`config.mk`:
```
export PLATFORM = sky130hd
export DESIGN_NAME = ahbApbBridge
export DESIGN_NICKNAME = d
export VERILOG_FILES = /design/src/hdl/ahbApbPkg.sv /design/src/hdl/ahbSlaveInterface.sv /design/src/hdl/apbFsmController.sv /design/src/hdl/ahbApbBridge.sv
export VERILOG_INCLUDE_DIRS = /design/src /design/src/hdl
export SDC_FILE = /design/constraint.sdc
export NUM_CORES = 1
export LEC_CHECK = 0
export ABC_AREA = 1
export ABC_CLOCK_PERIOD_IN_PS = 3300
export BUFFER_PORTS_ARGS = -buffer_cell sky130_fd_sc_hd__buf_2
export CAP_MARGIN = 20
export CORE_MARGIN = 1.5
export CORE_UTILIZATION = 45
export DETAILED_ROUTE_END_ITERATION = 8
export PLACE_DENSITY = 0.78
export SLEW_MARGIN = 0
export SYNTH_ARGS = -nofsm -noshare
export SYNTH_HDL_FRONTEND = slang
export SYNTH_SLANG_ARGS = --single-unit
```
`constraint.sdc`:
```
create_clock -name Hclk -period 3.3 [get_ports Hclk]
set_input_delay 0 -clock Hclk [delete_from_list [all_inputs] [get_ports Hclk]]
set_output_delay 0 -clock Hclk [all_outputs]
set_load 0.01 [all_outputs]
```
`src/hdl/ahbApbBridge_cfg.svh`:
```
// Slave regions must not overlap and must end below 4 GB. APB_SLAVES must match the base list.
`ifndef AHB_APB_BRIDGE_CFG_SVH
`define AHB_APB_BRIDGE_CFG_SVH

// ******************************
// APB slave count
// ******************************

`define APB_SLAVES 3

// ******************************
// Address map
// ******************************

// Base of each slave region.
`define SLAVE_BASE0 32'h8000_0000
`define SLAVE_BASE1 32'h8400_0000
`define SLAVE_BASE2 32'h8800_0000

// Every region has the same size.
`define SLAVE_SPAN 32'h0400_0000

`endif

```
`src/hdl/ahbApbPkg.sv`:
```
// Bus widths are fixed at 32 bits. Select width follows APB_SLAVES from the cfg header.
`include "ahbApbBridge_cfg.svh"

package ahbApbPkg;

	// ******************************
	// Bus vectors
	// ******************************

	typedef logic [31:0] addrT;
	typedef logic [31:0] dataT;
	typedef logic [`APB_SLAVES-1:0] pselT; // One-hot APB select.
	typedef logic [1:0] htransT;

	// AHB transfer type encoding.
	localparam htransT TRANS_IDLE   = 2'b00;
	localparam htransT TRANS_BUSY   = 2'b01;
	localparam htransT TRANS_NONSEQ = 2'b10;
	localparam htransT TRANS_SEQ    = 2'b11;

	// ******************************
	// Controller states
	// ******************************

	typedef enum logic [2:0]
	{
		ST_IDLE     = 3'b000,
		ST_WWAIT    = 3'b001, // Write accepted, data phase running.
		ST_READ     = 3'b010, // Read setup.
		ST_WRITE    = 3'b011, // Write setup.
		ST_WRITEP   = 3'b100, // Write setup, next transfer pending.
		ST_RENABLE  = 3'b101,
		ST_WENABLE  = 3'b110,
		ST_WENABLEP = 3'b111  // Write enable, next transfer pending.
	} apbStateE;

endpackage

```
`src/hdl/ahbSlaveInterface.sv`:
```
// Hsize, Hburst and Hprot are not observed. Address and data stages run on every clock edge.
`timescale 1ns/1ps
`include "ahbApbBridge_cfg.svh"

module ahbSlaveInterface
(
	input  logic              Hclk,
	input  logic              Hresetn,
	input  logic              Hselapb,
	input  logic              Hwrite,
	input  logic              Hreadyin,
	input  ahbApbPkg::htransT Htrans,
	input  ahbApbPkg::addrT   Haddr,
	input  ahbApbPkg::dataT   Hwdata,
	output logic              valid,
	output logic              Hwritereg,
	output ahbApbPkg::addrT   Haddr1,
	output ahbApbPkg::addrT   Haddr2,
	output ahbApbPkg::dataT   Hwdata1,
	output ahbApbPkg::dataT   Hwdata2,
	output ahbApbPkg::pselT   tempselx
);
	import ahbApbPkg::*;

	localparam addrT slaveBase [`APB_SLAVES] = '{`SLAVE_BASE0, `SLAVE_BASE1, `SLAVE_BASE2};

	logic active;

	// ******************************
	// Transfer qualification
	// ******************************

	always_comb
	begin
		case (Htrans)
			TRANS_NONSEQ, TRANS_SEQ:
				active = 1'b1;
			TRANS_IDLE, TRANS_BUSY:
				active = 1'b0;
			default:
				active = 1'b0;
		endcase
	end

	// Region hit per slave.
	always_comb
	begin
		for (int i = 0; i < `APB_SLAVES; i++)
		begin
			tempselx[i] = (Haddr >= slaveBase[i]) && ((Haddr - slaveBase[i]) < `SLAVE_SPAN);
		end
	end

	// An address outside every region gives an all-zero select and is dropped.
	assign valid = Hselapb && Hreadyin && active && (|tempselx);

	// ******************************
	// Pipeline stages
	// ******************************

	always_ff @(posedge Hclk)
	begin
		if (!Hresetn)
			Hwritereg <= 1'b0;
		else
			Hwritereg <= Hwrite; // Direction of the last address phase.
	end

	always_ff @(posedge Hclk)
	begin
		Haddr1  <= Haddr;
		Haddr2  <= Haddr1;
		Hwdata1 <= Hwdata;
		Hwdata2 <= Hwdata1;
	end

endmodule

```
`src/hdl/apbFsmController.sv`:
```
// Hreadyin must be tied to Hreadyout. APB slaves are zero-wait with no Pready or Pslverr.
`timescale 1ns/1ps

module apbFsmController
(
	input  logic            Hclk,
	input  logic            Hresetn,
	input  logic            valid,
	input  logic            Hwrite,
	input  logic            Hwritereg,
	input  ahbApbPkg::addrT Haddr,
	input  ahbApbPkg::addrT Haddr1,
	input  ahbApbPkg::addrT Haddr2,
	input  ahbApbPkg::dataT Hwdata,
	input  ahbApbPkg::pselT tempselx,
	output logic            Pwrite,
	output logic            Penable,
	output logic            Hreadyout,
	output ahbApbPkg::pselT Pselx,
	output ahbApbPkg::addrT Paddr,
	output ahbApbPkg::dataT Pwdata
);
	import ahbApbPkg::*;

	apbStateE state;
	apbStateE nextState;

	pselT selPend; // Select of the last accepted transfer.

	logic pwriteNxt;
	logic penableNxt;
	logic hreadyoutNxt;
	pselT pselxNxt;
	addrT paddrNxt;
	dataT pwdataNxt;

	// ******************************
	// State register
	// ******************************

	always_ff @(posedge Hclk)
	begin
		if (!Hresetn)
			state <= ST_IDLE;
		else
			state <= nextState;
	end

	// Writes start a cycle after acceptance, so their select is kept here.
	always_ff @(posedge Hclk)
	begin
		if (valid)
			selPend <= tempselx;
	end

	// ******************************
	// Next state
	// ******************************

	always_comb
	begin
		nextState = ST_IDLE;
		case (state)
			ST_IDLE, ST_RENABLE, ST_WENABLE:
			begin
				if (!valid)
					nextState = ST_IDLE;
				else if (Hwrite)
					nextState = ST_WWAIT;
				else
					nextState = ST_READ;
			end
			ST_WWAIT:
			begin
				if (valid)
					nextState = ST_WRITEP;
				else
					nextState = ST_WRITE;
			end
			ST_READ:
				nextState = ST_RENABLE;
			ST_WRITE:
				nextState = ST_WENABLE;
			ST_WRITEP:
				nextState = ST_WENABLEP;
			ST_WENABLEP:
			begin
				// Low Hreadyout here means the pending transfer is a read.
				if (!Hreadyout)
					nextState = ST_READ;
				else if (valid)
					nextState = ST_WRITEP;
				else
					nextState = ST_WRITE;
			end
			default:
				nextState = ST_IDLE;
		endcase
	end

	// ******************************
	// Output decode
	// ******************************

	always_comb
	begin
		pselxNxt     = Pselx;
		paddrNxt     = Paddr;
		pwriteNxt    = Pwrite;
		pwdataNxt    = Pwdata;
		penableNxt   = Penable;
		hreadyoutNxt = Hreadyout;
		case (state)
			ST_IDLE, ST_RENABLE, ST_WENABLE:
			begin
				penableNxt = 1'b0;
				if (valid && !Hwrite)
				begin
					// Read goes straight to setup.
					pselxNxt     = tempselx;
					paddrNxt     = Haddr;
					pwriteNxt    = 1'b0;
					hreadyoutNxt = 1'b0;
				end
				else
				begin
					pselxNxt     = '0;
					hreadyoutNxt = 1'b1;
				end
			end
			ST_WWAIT:
			begin
				pselxNxt     = selPend;
				paddrNxt     = Haddr1; // Address from one cycle back.
				pwriteNxt    = 1'b1;
				pwdataNxt    = Hwdata;
				penableNxt   = 1'b0;
				hreadyoutNxt = 1'b0;
			end
			ST_READ, ST_WRITE:
			begin
				penableNxt   = 1'b1;
				hreadyoutNxt = 1'b1;
			end
			ST_WRITEP:
			begin
				penableNxt   = 1'b1;
				hreadyoutNxt = Hwritereg; // A pending read keeps the master stalled.
			end
			ST_WENABLEP:
			begin
				pselxNxt     = selPend;
				paddrNxt     = Haddr2;
				pwriteNxt    = Hreadyout;
				penableNxt   = 1'b0;
				hreadyoutNxt = 1'b0;
				if (Hreadyout)
					pwdataNxt = Hwdata;
			end
			default:
			begin
				pselxNxt     = '0;
				penableNxt   = 1'b0;
				hreadyoutNxt = 1'b1;
			end
		endcase
	end

	// ******************************
	// Output registers
	// ******************************

	always_ff @(posedge Hclk)
	begin
		if (!Hresetn)
		begin
			Pselx     <= '0;
			Pwrite    <= 1'b0;
			Penable   <= 1'b0;
			Hreadyout <= 1'b1;
		end
		else
		begin
			Pselx     <= pselxNxt;
			Pwrite    <= pwriteNxt;
			Penable   <= penableNxt;
			Hreadyout <= hreadyoutNxt;
		end
	end

	always_ff @(posedge Hclk)
	begin
		Paddr  <= paddrNxt;
		Pwdata <= pwdataNxt;
	end

endmodule

```
`src/hdl/ahbApbBridge.sv`:
```
// Hreadyin must be tied to Hreadyout by the master. Hresp is always OKAY and has no port.
`timescale 1ns/1ps

module ahbApbBridge
(
	input  logic              Hclk,
	input  logic              Hresetn,
	input  logic              Hselapb,
	input  logic              Hwrite,
	input  logic              Hreadyin,
	input  ahbApbPkg::htransT Htrans,
	input  ahbApbPkg::addrT   Haddr,
	input  ahbApbPkg::dataT   Hwdata,
	input  ahbApbPkg::dataT   Prdata,
	output logic              Hreadyout,
	output ahbApbPkg::dataT   Hrdata,
	output ahbApbPkg::pselT   Pselx,
	output ahbApbPkg::addrT   Paddr,
	output logic              Pwrite,
	output logic              Penable,
	output ahbApbPkg::dataT   Pwdata
);
	import ahbApbPkg::*;

	logic valid;
	logic Hwritereg;
	addrT Haddr1;
	addrT Haddr2;
	pselT tempselx;

	// ******************************
	// AHB side
	// ******************************

	ahbSlaveInterface ahbIf0
	(
		.Hclk      (Hclk),
		.Hresetn   (Hresetn),
		.Hselapb   (Hselapb),
		.Hwrite    (Hwrite),
		.Hreadyin  (Hreadyin),
		.Htrans    (Htrans),
		.Haddr     (Haddr),
		.Hwdata    (Hwdata),
		.valid     (valid),
		.Hwritereg (Hwritereg),
		.Haddr1    (Haddr1),
		.Haddr2    (Haddr2),
		.Hwdata1   (),
		.Hwdata2   (),
		.tempselx  (tempselx)
	);

	// ******************************
	// APB side
	// ******************************

	apbFsmController apbCtrl0
	(
		.Hclk      (Hclk),
		.Hresetn   (Hresetn),
		.valid     (valid),
		.Hwrite    (Hwrite),
		.Hwritereg (Hwritereg),
		.Haddr     (Haddr),
		.Haddr1    (Haddr1),
		.Haddr2    (Haddr2),
		.Hwdata    (Hwdata),
		.tempselx  (tempselx),
		.Pwrite    (Pwrite),
		.Penable   (Penable),
		.Hreadyout (Hreadyout),
		.Pselx     (Pselx),
		.Paddr     (Paddr),
		.Pwdata    (Pwdata)
	);

	assign Hrdata = Prdata; // Read data is valid in the enable cycle.

endmodule

```
* After elaboration in Yosys (flattened, before gate mapping) *
Index checks and enable logic that the tools add are counted.

storage, ports and cells
  bits in registers = 141
  input bits = 103

cells by class
  $add $sub $neg = 3
  $lt $le $gt $ge = 6
  eq/ne operators = 12
  mux-type cells = 17
  reductions and logical operators = 23

operators with widths
  kind                      number
  $ge A32 B32 Y1 const B    3
  $lt A32 B27 Y1 const B    3
  $pmux W32 S3              1
  $sub A32 B32 Y32 const B  3
  $mux W32                  2
  $pmux W32 S2              1
  $pmux W3 S6               1
  $eq A3 B3 Y1 const B      4
  $mux W3                   4
  $reduce_or A3 Y1          3
  $reduce_or A2 Y1          4
  $logic_and A1 B1 Y1       7
  $eq A3 B2 Y1 const B      2
  $pmux W3 S2               1
  $reduce_or A5 Y1          1
  $eq A2 B2 Y1 const B      2
  $ne A2 B1 Y1 const B      2
  $pmux W1 S2               2
  $pmux W1 S4               1
  $reduce_and A2 Y1         2
  $reduce_bool A2 Y1        2
  $eq A3 B1 Y1 const B      1
  $logic_not A3 Y1          1
  $pmux W1 S3               1
  other kinds (6)           7

* Logic depth before layout (Yosys ltp) *
  word-level depth = 8
  mapped depth = 13
  gate-level depth less buffers = 13

* Hierarchy *
A second synthesis with hierarchy kept.

unflattened totals
  cell total of the unflattened synthesis = 480
  area total of the unflattened synthesis = 6078.3 um2

modules (own cells, without submodules)
  module             times used  cells each  area each (um2)  sequential area each (um2)
  apbFsmController   1           280         3070.4           2192.1
  ahbSlaveInterface  1           168         2767.7           2582.5
  ahbApbBridge       1           32          240.2            0.0

* Least setup slack after synthesis *
OpenSTA, ideal clock, no wires.

  path kind = input port to flip-flop
  start = in Haddr[27]
  end = reg apbCtrl0.Paddr[0] (enable)
  data arrival time = 2.407 ns
  data required time = 2.868 ns
  path slack = 0.461 ns
  cell stages on the path = 10
  path buffers = 0
  cell sequence = inv_1 -> ha_1 -> inv_1 -> nand2_1 -> nand2_1 -> nor2_2 -> nand3_2 -> nand3_2 -> nand3_2 -> a21oi_1

on the way
  cells in the longest elaborated chain, start to end = 8
  elaborated cells on any way between the ends = 17
  classes of those cells = add/sub (3); order compare (6); eq/ne (1); reduce/logical (7)

ends and longest elaborated chain
  element                               line                     text
  start: declaration                    ahbApbBridge.sv:12       input ahbApbPkg::addrT Haddr,
  $sub A32 B32 Y32                      ahbSlaveInterface.sv:50  tempselx[i] = (Haddr >= slaveBase[i]) && ((Haddr - slaveBase[i]) < `SLAVE_SPAN);
  $lt A32 B27 Y1 (no source line)       n/a
  $logic_and A1 B1 Y1                   ahbSlaveInterface.sv:50
  $reduce_or A3 Y1 *                    ahbSlaveInterface.sv:55  assign valid = Hselapb && Hreadyin && active && (|tempselx);
  $logic_and A1 B1 Y1 *                 ahbSlaveInterface.sv:55
  $logic_and A1 B1 Y1 *                 apbFsmController.sv:117  if (valid && !Hwrite)
  $ne A2 B1 Y1 (no source line) *       n/a
  $reduce_and A2 Y1 (no source line) *  n/a
  end signal: assignment                apbFsmController.sv:193  Paddr <= paddrNxt;
  end: declaration                      apbFsmController.sv:20   output ahbApbPkg::addrT Paddr,

Every way passes the cells marked *; elsewhere a longest branch is shown, timed or not.
A chain may end at the register's enable or synchronous reset.

* Final worst setup path *
  start = reg apbCtrl0.state[1]
  end = reg apbCtrl0.Pwdata[21] (enable)

on the way
  cells in the longest elaborated chain, start to end = 3
  elaborated cells on any way between the ends = 5
  classes of those cells = eq/ne (3); reduce/logical (2)

ends and longest elaborated chain
  element                                                              line                     text
  start: declaration                                                   apbFsmController.sv:25   apbStateE state;
  start signal: assignment                                             apbFsmController.sv:46   state <= nextState;
  $eq A3 B3 Y1 or $eq A3 B1 Y1 (tied branches)                         apbFsmController.sv:113  case (state)
  $ne A2 B1 Y1 (no source line) or $reduce_bool A2 Y1 (tied branches)  n/a
  $reduce_and A2 Y1 (no source line) *                                 n/a
  end signal: assignment                                               apbFsmController.sv:194  Pwdata <= pwdataNxt;
  end: declaration                                                     apbFsmController.sv:21   output ahbApbPkg::dataT Pwdata

Marked as above.

==> impl_metrics.json <==
{
  "fin_skew_ns": 0.00718,
  "coreArea_sq_um": 10300,
  "ys_seq_area_share_pct": 73.8,
  "layout-drive-gt1-share_pct": 33.4,
  "synthesis.area_sq_um": 4730,
  "setup_viol": 0,
  "yosysWarnings": 0,
  "die_w_microns": 106,
  "cp_max_fo": 34,
  "wl_per_cell_microns": 14.9,
  "die-area_sq_um": 11100,
  "hold_viol": 0,
  "final_common_cell": "buf_2",
  "rows": 37,
  "p_int_uw": 3800,
  "die_h_microns": 106,
  "path_class": "flop to flop",
  "port_buffers": 139,
  "met1Wirelength_mm": 4.19,
  "crit_path_end_kind": "flop",
  "highest_layer": "met4",
  "cts_resized": 0,
  "synth_top_family_by_area": "simple AND/OR/NAND/NOR gates",
  "clkLatencyLatePin_ns": 0.51,
  "p_per_area_nw_per_um2": 798,
  "combPwrFrac_pct": 20.1,
  "grt_first_pass_wirelength_mm": 16.2,
  "p_sw_share_pct": 28.2,
  "layout_common_cells": "buf_2, nand2_1, dfxtp_1, edfxtp_1, dlygate4sd3_1",
  "reg2reg_to": "apbCtrl0.Pwdata[21]",
  "synthSimpleGateAreaFrac_pct": 9.83,
  "grt_remaining_overflow": 0,
  "vias": 3367,
  "place_congestion": 0.773,
  "slew_violations": 0,
  "crit_path_start_kind": "flop",
  "rsz0062_at_grt": "false",
  "p_switching_uw": 1490,
  "syn_avg_cell_area_sq_um": 12.8,
  "ctsHoldBuffers": 67,
  "antenna_left": 0,
  "synth_fa_ha_area_share_pct": 0.529,
  "ir_drop_v": 0.000471,
  "p_leak_uw": 0.00293,
  "antenna_cells": 0,
  "cts_inserted_buffers": 17,
  "synth.mux.area_fraction_pct": 0,
  "clkSinkCount": 141,
  "slew_headroom_pct": 55.9,
  "fmax_ghz": 0.487,
  "antenna_found_initial": 0,
  "clock_path_buffers": 2,
  "track_usage_pct": 19.3,
  "clk_pin_slew_ns": 0.06,
  "finalSetupTns_ns": 0,
  "syn_nets": 476,
  "required_ns": 3.46,
  "hp-start": "Prdata[4]",
  "area_growth_pct": 40.1,
  "min_period_ns": 2.05,
  "initial_core_util_pct": 46.1,
  "grt_pass1_vias": 3366,
  "final_util_pct": 64.6,
  "period_share_pct": 62.2,
  "post_cts_buffers": 0,
  "worst_slew_pin_slew_ns": 0.660,
  "drt-initial-drc-count": 167,
  "viasPerCell": 4.76,
  "status": "finished clean",
  "r2r_setup_slack_ns": 1.25,
  "wl_met3_microns": 568,
  "cap_violations": 0,
  "ys_types": 24,
  "synth_xor_area_share_pct": 0,
  "p_clk_share_pct": 35.8,
  "yosys_register_bits": 141,
  "seqPwrFrac_pct": 44.1,
  "hold_depth": 0,
  "r2r-start": "apbCtrl0.state[1]",
  "synth-compound-area-share_pct": 7.61,
  "drtPass1Iterations": 5,
  "drc": 0,
  "r2r_cells": 6,
  "post-dp-hpwl_mm": 6.32,
  "drt-total-wl_mm": 10.5,
  "crit_arrival_ns": 2.21,
  "h-tree-depth": 4,
  "hold_class": "primary input to primary output",
  "wl_met2_mm": 5.56,
  "nNetsFinal": 664,
  "io_pins": 205,
  "grt_max_degree": 35,
  "hold_end": "Hrdata[4]",
  "startpoint": "apbCtrl0.state[1]",
  "cts-root-buf": "clkbuf_8",
  "syn_inst": 371,
  "tritoncts": "done"
}
[logic make-up after synthesis]
logic type | after synthesis
and+or+nand+nor | 107
buffers and inverters | 68
adders and majority gates | 2
AOI/OAI and AO/OA | 53
DFF | 141
[power groups by stage]
stage          clock (uW)  combinational, uW  sequential (uW)
3_3_place_gp            0                973             2350
6_report             1890               1060             2330
4_1_cts              1920               1070             2330
3_5_place_dp            0               1000             2370
2_1_floorplan           0                499             2490
5_1_grt              2010               1170             2360
[sequential cells by signal, summed over array words and instances (netlist names)]
| name | count |
|---|---|
| ahbIf0.Haddr1 | 32 |
| ahbIf0.Haddr2 | 32 |
| apbCtrl0.Paddr | 32 |
| apbCtrl0.Pwdata | 32 |
| apbCtrl0.Pselx | 3 |
| apbCtrl0.selPend | 3 |
| apbCtrl0.state | 3 |
| ahbIf0.Hwritereg | 1 |
| apbCtrl0.Hreadyout | 1 |
| apbCtrl0.Penable | 1 |
| apbCtrl0.Pwrite | 1 |
[cells in the mapped netlist, drive strengths merged]
cell type,n,area [sq um]
o21ai,8,40.0
edfxtp,67,2010
a21oi,10,53.8
inv,27,101
a22o,3,26.3
nand4,1,6.26
nand3,13,85.1
buf,40,285
clkinv,1,3.75
ha,2,25.0
nand2,80,308
nand3b,1,7.51
dfxtp,74,1480
and3,1,6.26
a22oi,32,240
nor2,10,40.0
nor3b,1,12.5
[stage by stage]
step | instances | power, uW | area [sq um] | hold WS, ns | setup WS, ns
2_1_floorplan | 371 | 2990 | 4730 | 0.0277 | 0.461
3_3_place_gp | 609 | 3320 | 5350 | 0.000119 | 1.33
3_5_place_dp | 609 | 3370 | 5350 | 0.000119 | 1.27
4_1_cts | 708 | 5330 | 6640 | 0.000119 | 1.24
5_1_grt | 708 | 5540 | 6640 | 0.0000151 | 1.11
6_report | 708 | 5290 | 6640 | 0.00000391 | 1.25
[worst max path at each step]
stage                                     end  cells past startpoint
after floorplan             apbCtrl0.Paddr[0]                     10
after global placement     apbCtrl0.Paddr[20]                     12
after detailed placement   apbCtrl0.Pwdata[0]                      6
after CTS                 apbCtrl0.Pwdata[14]                      6
after global routing      apbCtrl0.Pwdata[21]                      6
final                     apbCtrl0.Pwdata[21]                      6
[worst max-delay path, cell delays in order (launching register included)]
cell	delay, ns
dfxtp_1	0.35
inv_1	0.11
nand3_1	0.12
inv_2	0.50
a21oi_2	0.10
inv_1	0.13
buf_4	0.38
[routing by layer]
| metal | global-route usage (%) | vias up |
|---|---|---|
| met2 | 34.0 | 119 |
| met5 | 0 | - |
| li1 | - | 1616 |
| met3 | 6.37 | 29 |
| met4 | 9.17 | 0 |
| met1 | 21.0 | 1603 |
[final cells by class]
type | count | area [sq um]
timing repair buffer | 209 | 1390
sequential | 141 | 3490
tap | 136 | 170
clock buffer | 23 | 519
multi-input combinational | 162 | 862
clock inverter | 9 | 96.3
fill | 748 | 3640
inverter | 28 | 105
No activity file was read; power rests on OpenSTA's default activity.
